File: src/rtl/aib_dfx_pkg.sv
// ==================================================
// Shared widths, register map and monitor codes for
// the die-to-die DFx monitor. Referenced by scoped name
// ==================================================

package aib_dfx_pkg;

  // Debug pins inside one IO and analog view points
  localparam int PINS_PER_IO   = 5;
  localparam int NUM_ANA_VIEWS = 5;

  // Register interface
  typedef logic [1:0]  csr_addr_t;
  typedef logic [15:0] csr_data_t;

  localparam csr_addr_t CSR_CTRL = 2'd0;
  localparam csr_addr_t CSR_DIG  = 2'd1;
  localparam csr_addr_t CSR_ANA  = 2'd2;

  // Control register bit positions
  localparam int CTRL_EN_DIGMON = 0;
  localparam int CTRL_EN_ANAMON = 1;

  // Digital code is {block[15:10], io[9:3], pin[2:0]}
  typedef logic [15:0] dig_code_t;
  typedef logic [6:0]  io_idx_t;
  typedef logic [2:0]  pin_idx_t;

  // Analog view select code
  typedef logic [2:0] ana_code_t;

  // Block field of the digital code
  typedef enum logic [5:0] {
    blk_none   = 6'd0,
    blk_txrx   = 6'd1,
    blk_tx_dll = 6'd2,
    blk_rx_dll = 6'd3,
    blk_dcs    = 6'd4
  } blk_sel_e;

endpackage

File: src/rtl/aib_dfx_csr.sv
// ==================================================
// Monitor register block. Single-cycle write strobe,
// combinational read-back, pulse on rejected writes
// ==================================================

`timescale 1ns/1ps

module aib_dfx_csr (
  input  logic                   clk,
  input  logic                   rst_n,
  input  logic                   wr_en,
  input  aib_dfx_pkg::csr_addr_t wr_addr,
  input  aib_dfx_pkg::csr_data_t wr_data,
  input  aib_dfx_pkg::csr_addr_t rd_addr,
  output aib_dfx_pkg::csr_data_t rd_data,
  output logic                   wr_err,
  output logic                   en_digmon,
  output logic                   en_anamon,
  output aib_dfx_pkg::dig_code_t dig_code,
  output aib_dfx_pkg::ana_code_t ana_code
);

  logic wr_ctrl;
  logic wr_dig;
  logic wr_ana;
  logic ctrl_both;
  logic ctrl_reject;

  // ==================================================
  // Write decode
  // ==================================================
  assign wr_ctrl = wr_en && (wr_addr == aib_dfx_pkg::CSR_CTRL);
  assign wr_dig  = wr_en && (wr_addr == aib_dfx_pkg::CSR_DIG);
  assign wr_ana  = wr_en && (wr_addr == aib_dfx_pkg::CSR_ANA);

  // Only one monitor mode may be active at a time
  assign ctrl_both   = wr_data[aib_dfx_pkg::CTRL_EN_DIGMON] &&
                       wr_data[aib_dfx_pkg::CTRL_EN_ANAMON];
  assign ctrl_reject = wr_ctrl && ctrl_both;

  // Control register
  always_ff @(posedge clk or negedge rst_n) begin
    if (!rst_n) begin
      en_digmon <= 1'b0;
      en_anamon <= 1'b0;
    end else if (wr_ctrl && !ctrl_both) begin
      en_digmon <= wr_data[aib_dfx_pkg::CTRL_EN_DIGMON];
      en_anamon <= wr_data[aib_dfx_pkg::CTRL_EN_ANAMON];
    end
  end

  // Digital and analog code registers
  always_ff @(posedge clk or negedge rst_n) begin
    if (!rst_n) begin
      dig_code <= '0;
      ana_code <= '0;
    end else begin
      if (wr_dig) begin
        dig_code <= wr_data;
      end
      if (wr_ana) begin
        ana_code <= wr_data[$bits(aib_dfx_pkg::ana_code_t)-1:0];
      end
    end
  end

  // Error pulse, one cycle per rejected control write
  always_ff @(posedge clk or negedge rst_n) begin
    if (!rst_n) begin
      wr_err <= 1'b0;
    end else begin
      wr_err <= ctrl_reject;
    end
  end

  // ==================================================
  // Read-back
  // ==================================================
  always_comb begin
    rd_data = '0;
    case (rd_addr)
      aib_dfx_pkg::CSR_CTRL: begin
        rd_data[aib_dfx_pkg::CTRL_EN_DIGMON] = en_digmon;
        rd_data[aib_dfx_pkg::CTRL_EN_ANAMON] = en_anamon;
      end
      aib_dfx_pkg::CSR_DIG: begin
        rd_data = dig_code;
      end
      aib_dfx_pkg::CSR_ANA: begin
        rd_data[$bits(aib_dfx_pkg::ana_code_t)-1:0] = ana_code;
      end
      // Address 3 is unmapped and reads zero
      default: begin
        rd_data = '0;
      end
    endcase
  end

  // ==================================================
  // Checks
  // ==================================================
  // Decoder relies on the two modes being exclusive
  a_modes_exclusive: assert property (
    @(posedge clk) disable iff (!rst_n)
    !(en_digmon && en_anamon)
  ) else $error("both monitor modes enabled");

endmodule

File: src/rtl/aib_dfx_mon.sv
// ==================================================
// Monitor code decoder. Turns the register codes into
// block enables, per-IO enables and view selects
// ==================================================

`timescale 1ns/1ps

module aib_dfx_mon #(
  parameter int NUM_IO = 104
) (
  input  logic                                 en_digmon,
  input  aib_dfx_pkg::dig_code_t               dig_code,
  input  logic                                 en_anamon,
  input  aib_dfx_pkg::ana_code_t               ana_code,
  output logic [NUM_IO-1:0]                    txrx_dfx_en,
  output logic                                 tx_dll_dfx_en,
  output logic                                 rx_dll_dfx_en,
  output logic                                 dcs_dfx_en,
  output logic [aib_dfx_pkg::PINS_PER_IO-1:0]   txrx_digviewsel,
  output aib_dfx_pkg::ana_code_t               txrx_anaviewsel,
  output logic [aib_dfx_pkg::NUM_ANA_VIEWS-1:0] onehot_anaviewsel
);

  aib_dfx_pkg::dig_code_t dig_gated;
  aib_dfx_pkg::ana_code_t ana_gated;
  aib_dfx_pkg::blk_sel_e  blk_sel;
  aib_dfx_pkg::io_idx_t   io_idx;
  aib_dfx_pkg::pin_idx_t  pin_idx;

  logic txrx_blk;
  logic tx_dll_blk;
  logic rx_dll_blk;
  logic dcs_blk;
  logic txrx_blk_en;
  logic io_in_range;

  // Codes count as zero while their mode is off
  assign dig_gated = en_digmon ? dig_code : '0;
  assign ana_gated = en_anamon ? ana_code : '0;

  // Field split of the digital code
  assign blk_sel = aib_dfx_pkg::blk_sel_e'(dig_gated[15:10]);
  assign io_idx  = dig_gated[9:3];
  assign pin_idx = dig_gated[2:0];

  // ==================================================
  // Block select
  // ==================================================
  always_comb begin
    txrx_blk   = 1'b0;
    tx_dll_blk = 1'b0;
    rx_dll_blk = 1'b0;
    dcs_blk    = 1'b0;
    case (blk_sel)
      aib_dfx_pkg::blk_txrx:   txrx_blk   = 1'b1;
      aib_dfx_pkg::blk_tx_dll: tx_dll_blk = 1'b1;
      aib_dfx_pkg::blk_rx_dll: rx_dll_blk = 1'b1;
      aib_dfx_pkg::blk_dcs:    dcs_blk    = 1'b1;
      // blk_none and unused codes select nothing
      default: begin
        txrx_blk = 1'b0;
      end
    endcase
  end

  // Analog mode opens every block so its view points are live
  assign txrx_blk_en   = en_anamon | txrx_blk;
  assign tx_dll_dfx_en = en_anamon | tx_dll_blk;
  assign rx_dll_dfx_en = en_anamon | rx_dll_blk;
  assign dcs_dfx_en    = en_anamon | dcs_blk;

  // ==================================================
  // IO select
  // ==================================================
  assign io_in_range = int'(io_idx) < NUM_IO;

  always_comb begin
    txrx_dfx_en = '0;
    if (io_in_range) begin
      for (int i = 0; i < NUM_IO; i++) begin
        if (int'(io_idx) == i) begin
          txrx_dfx_en[i] = txrx_blk_en;
        end
      end
    end
  end

  // No pin is picked for codes 5 to 7 or with digital mode off
  always_comb begin
    for (int p = 0; p < aib_dfx_pkg::PINS_PER_IO; p++) begin
      txrx_digviewsel[p] = en_digmon && (int'(pin_idx) == p);
    end
  end

  // ==================================================
  // Analog view select
  // ==================================================
  assign txrx_anaviewsel = ana_gated;

  // Code 0 is idle, view v sits at code v+1
  always_comb begin
    for (int v = 0; v < aib_dfx_pkg::NUM_ANA_VIEWS; v++) begin
      onehot_anaviewsel[v] = (int'(ana_gated) == v + 1);
    end
  end

  // Downstream OR trees assume at most one select per group
  always_comb begin
    a_io_onehot0: assert final ($onehot0(txrx_dfx_en))
      else $error("more than one IO enabled");
    a_dig_view_onehot0: assert final ($onehot0(txrx_digviewsel))
      else $error("digital view select not one-hot");
    a_ana_view_onehot0: assert final ($onehot0(onehot_anaviewsel))
      else $error("analog view select not one-hot");
  end

endmodule

File: src/rtl/aib_dfx_obs_mux.sv
// ==================================================
// Observation path. Picks one gated debug bit and
// brings it to the observation pin through two flops
// ==================================================

`timescale 1ns/1ps

module aib_dfx_obs_mux #(
  parameter int NUM_IO = 104
) (
  input  logic                                        clk,
  input  logic                                        rst_n,
  input  logic                                        en_digmon,
  input  logic [NUM_IO-1:0]                           txrx_dfx_en,
  input  logic [aib_dfx_pkg::PINS_PER_IO-1:0]          txrx_digviewsel,
  input  logic                                        tx_dll_dfx_en,
  input  logic                                        rx_dll_dfx_en,
  input  logic                                        dcs_dfx_en,
  input  logic [NUM_IO*aib_dfx_pkg::PINS_PER_IO-1:0]   io_dbg,
  input  logic                                        tx_dll_dbg,
  input  logic                                        rx_dll_dbg,
  input  logic                                        dcs_dbg,
  output logic                                        dig_obs
);

  logic io_hit;
  logic blk_hit;
  logic obs_sel;
  logic obs_meta;
  logic obs_sync;

  // ==================================================
  // Selection
  // ==================================================
  // Pin index runs fastest inside io_dbg
  always_comb begin
    io_hit = 1'b0;
    for (int i = 0; i < NUM_IO; i++) begin
      io_hit = io_hit | (txrx_dfx_en[i] &
               |(io_dbg[i*aib_dfx_pkg::PINS_PER_IO +: aib_dfx_pkg::PINS_PER_IO] &
                 txrx_digviewsel));
    end
  end

  assign blk_hit = (tx_dll_dbg & tx_dll_dfx_en) |
                   (rx_dll_dbg & rx_dll_dfx_en) |
                   (dcs_dbg    & dcs_dfx_en);

  // Nothing reaches the pin outside digital mode
  assign obs_sel = en_digmon & (io_hit | blk_hit);

  // ==================================================
  // Synchronizer
  // ==================================================
  // Debug sources live in other clock domains
  always_ff @(posedge clk or negedge rst_n) begin
    if (!rst_n) begin
      obs_meta <= 1'b0;
      obs_sync <= 1'b0;
    end else begin
      obs_meta <= obs_sel;
      obs_sync <= obs_meta;
    end
  end

  assign dig_obs = obs_sync;

  // An X here means a debug source or select is floating
  a_obs_known: assert property (
    @(posedge clk) disable iff (!rst_n)
    !$isunknown(dig_obs)
  ) else $error("dig_obs is unknown");

endmodule

File: src/rtl/aib_dfx_top.sv
// ==================================================
// DFx monitor top level. Register block, code decoder
// and observation mux, wired together
// ==================================================

`timescale 1ns/1ps

module aib_dfx_top #(
  parameter int NUM_IO = 104
) (
  input  logic                                        clk,
  input  logic                                        rst_n,
  input  logic                                        wr_en,
  input  aib_dfx_pkg::csr_addr_t                      wr_addr,
  input  aib_dfx_pkg::csr_data_t                      wr_data,
  input  aib_dfx_pkg::csr_addr_t                      rd_addr,
  output aib_dfx_pkg::csr_data_t                      rd_data,
  output logic                                        wr_err,
  input  logic [NUM_IO*aib_dfx_pkg::PINS_PER_IO-1:0]   io_dbg,
  input  logic                                        tx_dll_dbg,
  input  logic                                        rx_dll_dbg,
  input  logic                                        dcs_dbg,
  output logic                                        dig_obs,
  output logic                                        tx_dll_dfx_en,
  output logic                                        rx_dll_dfx_en,
  output logic                                        dcs_dfx_en,
  output aib_dfx_pkg::ana_code_t                      txrx_anaviewsel,
  output logic [aib_dfx_pkg::NUM_ANA_VIEWS-1:0]        onehot_anaviewsel
);

  // Register outputs
  logic                   en_digmon;
  logic                   en_anamon;
  aib_dfx_pkg::dig_code_t dig_code;
  aib_dfx_pkg::ana_code_t ana_code;

  // Decoder to observation mux
  logic [NUM_IO-1:0]                       txrx_dfx_en;
  logic [aib_dfx_pkg::PINS_PER_IO-1:0]      txrx_digviewsel;

  aib_dfx_csr u_csr (
    .clk       (clk),
    .rst_n     (rst_n),
    .wr_en     (wr_en),
    .wr_addr   (wr_addr),
    .wr_data   (wr_data),
    .rd_addr   (rd_addr),
    .rd_data   (rd_data),
    .wr_err    (wr_err),
    .en_digmon (en_digmon),
    .en_anamon (en_anamon),
    .dig_code  (dig_code),
    .ana_code  (ana_code)
  );

  aib_dfx_mon #(
    .NUM_IO (NUM_IO)
  ) u_mon (
    .en_digmon         (en_digmon),
    .dig_code          (dig_code),
    .en_anamon         (en_anamon),
    .ana_code          (ana_code),
    .txrx_dfx_en       (txrx_dfx_en),
    .tx_dll_dfx_en     (tx_dll_dfx_en),
    .rx_dll_dfx_en     (rx_dll_dfx_en),
    .dcs_dfx_en        (dcs_dfx_en),
    .txrx_digviewsel   (txrx_digviewsel),
    .txrx_anaviewsel   (txrx_anaviewsel),
    .onehot_anaviewsel (onehot_anaviewsel)
  );

  aib_dfx_obs_mux #(
    .NUM_IO (NUM_IO)
  ) u_obs_mux (
    .clk             (clk),
    .rst_n           (rst_n),
    .en_digmon       (en_digmon),
    .txrx_dfx_en     (txrx_dfx_en),
    .txrx_digviewsel (txrx_digviewsel),
    .tx_dll_dfx_en   (tx_dll_dfx_en),
    .rx_dll_dfx_en   (rx_dll_dfx_en),
    .dcs_dfx_en      (dcs_dfx_en),
    .io_dbg          (io_dbg),
    .tx_dll_dbg      (tx_dll_dbg),
    .rx_dll_dbg      (rx_dll_dbg),
    .dcs_dbg         (dcs_dbg),
    .dig_obs         (dig_obs)
  );

endmodule

File: config.mk
export PLATFORM = sky130hd
export DESIGN_NAME = aib_dfx_top
export DESIGN_NICKNAME = d
export VERILOG_FILES = /design/src/rtl/aib_dfx_pkg.sv /design/src/rtl/aib_dfx_csr.sv /design/src/rtl/aib_dfx_mon.sv /design/src/rtl/aib_dfx_obs_mux.sv /design/src/rtl/aib_dfx_top.sv
export SDC_FILE = /design/constraint.sdc
export NUM_CORES = 1
export LEC_CHECK = 0
export ABC_AREA = 1
export BUFFER_PORTS_ARGS = -buffer_cell sky130_fd_sc_hd__buf_2
export CAP_MARGIN = 20
export CORE_AREA = 2 2 225 227
export CTS_CLUSTER_SIZE = 10
export DETAILED_ROUTE_END_ITERATION = 10
export DIE_AREA = 0 0 227 229
export GPL_TIMING_DRIVEN = 0
export PLACE_DENSITY = 0.41
export SYNTH_ARGS = -nofsm -noshare
export SYNTH_HDL_FRONTEND = slang
export SYNTH_SLANG_ARGS = --single-unit
File: constraint.sdc
create_clock -name clk -period 3.1 [get_ports clk]
set_input_delay 0.62 -clock clk [delete_from_list [all_inputs] [get_ports clk]]
set_output_delay 0.62 -clock clk [all_outputs]
set_load 0.02 [all_outputs]
==> metrics.md, run 1 <==
| Metric | Value |
|---|---|
| Status | completed |
| Routed wl met2 | 33,300 um |
| Rows | 82 |
| Die span in y | between 200 and 250 um |
| Setup bufs post-CTS | 0 |
| Synth Instances | between 1.5k and 2k |
| Fmax | 0.338 GHz |
| DR iter-0 viols | around 850 |
| Post-DR vias/cell | about 4.7 |
| Die area | a little over 50,000 um2 |
| Count leader, synth | nand3_1 |
| Register-to-Register Path Depth | 14 |
| Crit-path max FO | 10 |
| TritonCTS clock tree | done |
| Most frequent cells after synthesis | nand3_1, nand2_1, nor2_1 |
| GRT Overall Usage | roughly 25% |
| Fin Setup TNS | 0 ns |
| Pin count of the biggest net entering global routing | 25 |
| H-tree Lvls | 1 |
| Slew Viols, Final | 0 |
| Initial Utilization | ~16% |
| Die Wd | 227 um |
| # port buffers | 574 |
| Seq/Total Area, Yosys | around 7.7% |
| Slew headroom | 43.7% |
| Setup crit start kind | register |
| # resized after CTS | 0 |
| Max Cap Viol | 0 |
| RSZ-0062 raised after global routing | no |
| Worst Path Required | around 3.3 ns |
| Synth Flop Type | dfrtp_1 |
| TritonRoute pass-1 iters | 5 |
| Core Footprint | 49,700 um2 |
| FF+latch count, synth | 24 |
| Critical path endpoint category | register |
| Clock buffer depth | 2 |
| Post-synthesis cell type count | 31 |
| Leak | just under 7 nW |
| Gpl congestion | approximately 0.9 |
| Worst skew pair latency | approximately 0.26 ns |
| Layout cells sized above 1 | between 30% and 40% |
| Final setup fails | 0 |
| Vias in the first global route | about 13k |
| Top sig layer | met5 |
| Final worst slack | 0.140 ns |
| Avg Cell Area, Syn | 4.86 um2 |
| Synth top area cells | nand3_1, nand2_1, nor2_1 |
| EDFF count, synth | 0 |
| Hold buffers post-CTS | 0 |
| Nets | around 2.7k |
| R2r startpoint | u_csr.dig_code[14]$_DFFE_PN0P_ |
| Met3 routed WL | between 4000 and 5000 um |
| Detailed Route WL | between 60,000 and 70,000 um |
| Yosys top cell area share | roughly a third |
| Cts bufs inserted | 3 |
| DRC Markers | 0 |
| Crit path kind | reg2reg |
| Slew @ Worst Pin | approximately 0.84 ns |
| DRT met1 WL | between 20,000 and 30,000 um |
| Post-placement setup slack | ~0.16 ns |
| Antenna violations before repair | 14 |
| Syn-to-layout area delta | 49.0% |
| Synth Cell Area | just under 8000 um2 |
| GR Overflow Total | 0 |
| Root Driver | clkbuf_16 |
| Reg2Reg Capture Point | u_obs_mux.obs_meta$_DFF_PN0_ |
| Clock Pin Slew Worst Setup and Hold Paths | ~0.070 ns |
| Post-synth top area cell | nand3_1 |
| R2r setup slk | ~0.14 ns |
| First-pass GRT wire length | between 90,000 and 100,000 um |
| CP arrival | approximately 3.1 ns |
| Pwr Density | approximately 350 nW/um2 |
| Vias | between 10k and 15k |
| Final min period | approximately 3.0 ns |
| Synth warn | 0 |
| Final core utilization | a little under a quarter |
| Fin Clk Skew | about 0.0024 ns |
| Syn_nets | between 2k and 2.5k |
| Hold crit path type | in2async |
| Post-synth ARST share | 100% |
| Final ANT Viol Nets | 0 |
| DR WL/cell | 23.6 um |
| Worst IR Drop VDD | approximately 0.23 mV |
| IO Pins | about 580 |
| Filler cell count | about 6k |
| Final Hold Fails | 0 |
| Clock Sinks | 24 |
| Tcrit/Tclk final | ~95% |
| Post-DP HPWL | ~57,000 um |
per-stage QoR:
stage	cells	hold WS, ns	power [mW]	area (um2)
6_report	2861	0.351	4.02	11600
5_1_grt	2859	0.377	4.31	11600
4_1_cts	2854	0.367	4.06	11600
3_5_place_dp	2850	0.343	3.74	11500
3_3_place_gp	2850	0.343	3.73	11500
2_1_floorplan	1604	0.324	2.10	7790
power breakdown:
| part | internal [mW] | leakage, nW | switching [mW] |
|---|---|---|---|
| registers | 0.368 | 0.282 | 0.0657 |
| logic | 0.931 | 6.47 | 2.34 |
| clock network | 0.198 | 0.0442 | 0.117 |
per-layer routing:
| metal | GRT usage [%] | vias up |
|---|---|---|
| met5 | 0 | - |
| met4 | 4.35 | 14 |
| met3 | 3.09 | 65 |
| met2 | 44.5 | 623 |
| met1 | 31.3 | 6256 |
| li1 | - | 6376 |
cell type report:
type / instances / area, um2 / area share [%]
sequential: 24 / 601 / 5.17
multi-input combinational: 1344 / 6050 / 52.1
antenna: 7 / 17.5 / 0.151
buffer: 116 / 693 / 5.97
timing repair buffer: 574 / 2870 / 24.7
tap: 672 / 841 / 7.24
clock buffer: 4 / 88.8 / 0.765
inverter: 120 / 450 / 3.88
cells in the final DEF (no fill, tap or decap), drive strengths merged:
master  count
nor3       11
mux2        7
inv       118
a21oi       9
nand4       9
a21boi      1
o21bai      1
clkbuf     13
nor2      243
nand3b      3
clkinv      2
o21ai      46
nand3     517
diode       7
nand2     492
ha          4
o21a        1
buf       681
dfrtp      24
kinds of logic (layout without fill, tap and decap cells):
group           Yosys count  in the layout  synth area share (%)
simple gates           1275           1275                  72.1
buf+inv                 236            814                  14.7
compound gates           58             58                  3.82
flops                    24             24                  7.71
mux                       7              7                  1.01
fa+ha+maj                 4              4                 0.642
other cells               0              7                     0
sequential cells by signal, summed over array words and instances, names as in the netlist:
signal,count
u_csr.wr_err,1
u_csr.en_anamon,1
u_csr.ana_code,3
u_csr.en_digmon,1
u_obs_mux.obs_meta,1
u_obs_mux.dig_obs,1
u_csr.dig_code,16
worst max-delay path: stages, from the launching register on:
cell and delay [ns]:
dfrtp_1 0.40, nor2_1 0.20, nand2_1 0.13, o21ai_0 0.56
nand2_2 0.30, buf_4 0.27, nor2_1 0.16, o21ai_1 0.15
nand2_1 0.13, nor2_1 0.07, nand2_1 0.07, nor2_1 0.04
nand2_1 0.07, nor2_1 0.08, a21oi_1 0.23
how the worst max path moves through the flow:
stage / startpoint / endpoint
after global placement: u_csr.en_digmon$_DFFE_PN0P_ / u_obs_mux.obs_meta$_DFF_PN0_
after floorplan: rd_addr[1] / rd_data[2]
after CTS: u_csr.en_digmon$_DFFE_PN0P_ / u_obs_mux.obs_meta$_DFF_PN0_
after detailed placement: u_csr.en_digmon$_DFFE_PN0P_ / u_obs_mux.obs_meta$_DFF_PN0_
final: u_csr.dig_code[14]$_DFFE_PN0P_ / u_obs_mux.obs_meta$_DFF_PN0_
after global routing: rd_addr[1] / rd_data[9]
(Power assumes the default switching activity.)
==> run 2, diff against run 1 <==
- CORE_AREA: 2 2 225 227 -> 2 2 220 222
- DIE_AREA: 0 0 227 229 -> 0 0 222 224
- PLACE_DENSITY: 0.41 -> 0.4
- SKIP_CTS_REPAIR_TIMING: default -> 1
- SYNTH_HIERARCHICAL: default -> 1
==> run 2 against run 1 <==
Worst hold slack better by 0.0032 ns. Global-route usage decreased by 3.6 points. Cell area is 11% lower. Routed wire length shrank 19%. First-iteration DRC count is 13% lower. Total power is 49% lower. Count of clock-buffer cells in the layout shrank 1. Sequential share of layout area up 0.62 points. Highest routed layer unchanged.
==> metrics.md, run 2 <==
| Metric | Value |
|---|---|
| Gpl congestion | 0.859 |
| Core Footprint | approximately 47,000 um2 |
| Crit-path max FO | 10 |
| Slew @ Worst Pin | 0.761 ns |
| Syn-to-layout area delta | 57.7% |
| Critical path endpoint category | register |
| Commonest non-fill, non-tap cells in the layout | nand2_1, buf_2, nor2_1 |
| # port buffers | ~570 |
| Die area | 49,700 um2 |
| Worst IR Drop VDD | 0.188 mV |
| Vias | 11.1k |
| Setup crit start kind | register |
| GRT Overall Usage | a little over a fifth |
| Detailed Route WL | 55,000 um |
| FF+latch count, synth | 24 |
| First-pass GRT wire length | 75,400 um |
| EDFF count, synth | 0 |
| Pin count of the biggest net entering global routing | 25 |
| Largest regs | u_csr/dig_code: 16 flops, u_csr/ana_code: 3 flops |
| Leak | 6.10 nW |
| Post-DP HPWL | ~47,000 um |
| Slew Viols, Final | 0 |
| Placed cell count | approximately 2.6k |
| Fmax | around 0.35 GHz |
| TritonCTS clock tree | done |
| Clock Sinks | 24 |
| Clock Pin Slew Worst Setup and Hold Paths | around 0.060 ns |
| Pwr Density | approximately 200 nW/um2 |
| Cts bufs inserted | 3 |
| Max Cap Viol | 0 |
| Final Hold Fails | 0 |
| DRC Markers | 0 |
| Post-placement setup slack | -0.599 ns |
| Die Wd | 222 um |
| Die span in y | 224 um |
| GR Overflow Total | 0 |
| Avg Cell Area, Syn | 4.81 um2 |
| Initial Utilization | approximately 14% |
| Fin Clk Skew | approximately 0.0022 ns |
| Synth warn | 6 |
| Final core utilization | 21.9% |
| Rows | 80 |
| Top reg by flops | u_csr/dig_code |
| Commonest non-fill, non-tap cell in the layout | nand2_1 |
| Hold crit path type | in2async |
| Vias in the first global route | ~11k |
| Post-synthesis cell type count | 33 |
| Post-DR vias/cell | roughly 4.3 |
| Status | completed |
| RSZ-0062 raised after global routing | no |
| Final setup fails | 0 |
| TritonRoute pass-1 iters | 5 |
| Post-synth ARST share | 100% |
| Yosys top cell area share | between 40% and 50% |
| H-tree Lvls | 1 |
| Total power | approximately 2.0 mW |
| Most frequent cells after synthesis | nand2_1, nor2_1, nand3_1 |
| Nets | about 2.5k |
| Antenna violations before repair | 10 |
| Syn_nets | roughly 1.9k |
| Finished Layout Cells | 2,569 |
| Worst skew pair latency | roughly 0.26 ns |
| Worst Path Required | approximately 3.2 ns |
| Slew headroom | about half |
| CP arrival | between 2 and 3 ns |
| Root Driver | clkbuf_16 |
| Seq/Total Area, Yosys | a little under a tenth |
| Max FFs per register | 16 |
| Synth Instances | roughly 1.4k |
| IO Pins | about 580 |
| Crit path kind | reg2reg |
| Final ANT Viol Nets | 0 |
| Final min period | approximately 2.9 ns |
| Count leader, synth | nand2_1 |
| Filler cell count | 5,694 |
| DR WL/cell | 21.4 um |
| Final worst slack | approximately 0.24 ns |
| DR iter-0 viols | between 700 and 800 |
| Tcrit/Tclk final | ~92% |
| Synth Flop Type | dfrtp_1 |
| Clock buffer depth | 2 |
| Post-synth top area cell | nand2_1 |
| Synth Cell Area | ~6600 um2 |
| Synth top area cells | nand2_1, dfrtp_1, nor2_1 |
| Layout cells sized above 1 | about 37% |
-- run 2: changes by cell type after synthesis, moves of 15 or more --
cell / change
buf_2: -39
nand2_1: +270
inv_1: -54
nand3_1: -402
o21ai_2: +16
nor2_1: -74
buf_6: +15
o21ai_0: +52
-- run 2: cell families after synthesis --
logic type	after synthesis	share of synthesized area, %
AO/OA/AOI/OAI	131	11.3
adder cells (fa/ha/maj)	4	0.760
buffers and inverters	136	12.4
flip-flops	24	9.12
AND/OR/NAND/NOR	1074	66.4
-- run 2: worst max-delay path, cell delays in order, from the launching register on --
cell and delay (ns):
dfrtp_2 0.47, buf_6 0.17, inv_1 0.23, nor4_1 0.09, buf_2 0.17, buf_2 0.22, nand2_1 0.09, nand2_1 0.05
o21ai_0 0.45, nand2_1 0.11, nor2_1 0.15, nand2_1 0.10, nor2_1 0.11, nand2_1 0.09, nor2_4 0.14, a21oi_1 0.11
-- run 2: power by group --
part	internal, mW	total [mW]	switching, mW
logic	0.520	1.31	0.789
registers	0.360	0.444	0.0844
clock network	0.171	0.284	0.113
total	1.05	2.04	0.986
-- run 2: layer usage --
| metal | global-route usage (%) | share of wire, % |
|---|---|---|
| met1 | 26.1 | 42 |
| met4 | 4.99 | 2.5 |
| met3 | 3.31 | 6.6 |
| met2 | 38.1 | 49 |
| met5 | 0 | 0.058 |
-- run 2: worst paths after layout --
path	slack [ns]	start	to	depth (start not counted)
max in group asynchronous	2.34	rst_n	u_csr/en_digmon$_DFFE_PN0P_	1
worst min register to register	0.36	u_obs_mux/obs_meta$_DFF_PN0_	u_obs_mux/dig_obs$_DFF_PN0_	0
worst min-delay path	0.35	rst_n	u_csr/dig_code[10]$_DFFE_PN0P_	1
worst max-delay path	0.24	u_csr/en_digmon$_DFFE_PN0P_	u_obs_mux/obs_meta$_DFF_PN0_	15
min in group clk	0.36	u_obs_mux/obs_meta$_DFF_PN0_	u_obs_mux/dig_obs$_DFF_PN0_	0
worst max register to register	0.24	u_csr/en_digmon$_DFFE_PN0P_	u_obs_mux/obs_meta$_DFF_PN0_	15
-- run 2: area by class of cell --
cell class	instances	area, um2	area share, %
diodes	5	12.5	0.120
repair buffers	577	2900	27.9
clock buffers	3	75.1	0.723
inverters	62	233	2.24
well taps	615	769	7.41
multi-input cells	1209	5200	50.0
flip-flops and latches	24	602	5.80
plain buffers	74	602	5.80
-- run 2: per-stage QoR --
stage	setup TNS, ns	cell area (um2)	hold slack [ns]
2_1_floorplan	0	6580	0.324
3_3_place_gp	-0.633	10200	0.344
3_5_place_dp	-0.599	10200	0.344
4_1_cts	-0.623	10300	0.366
5_1_grt	0	10400	0.371
6_report	0	10400	0.354
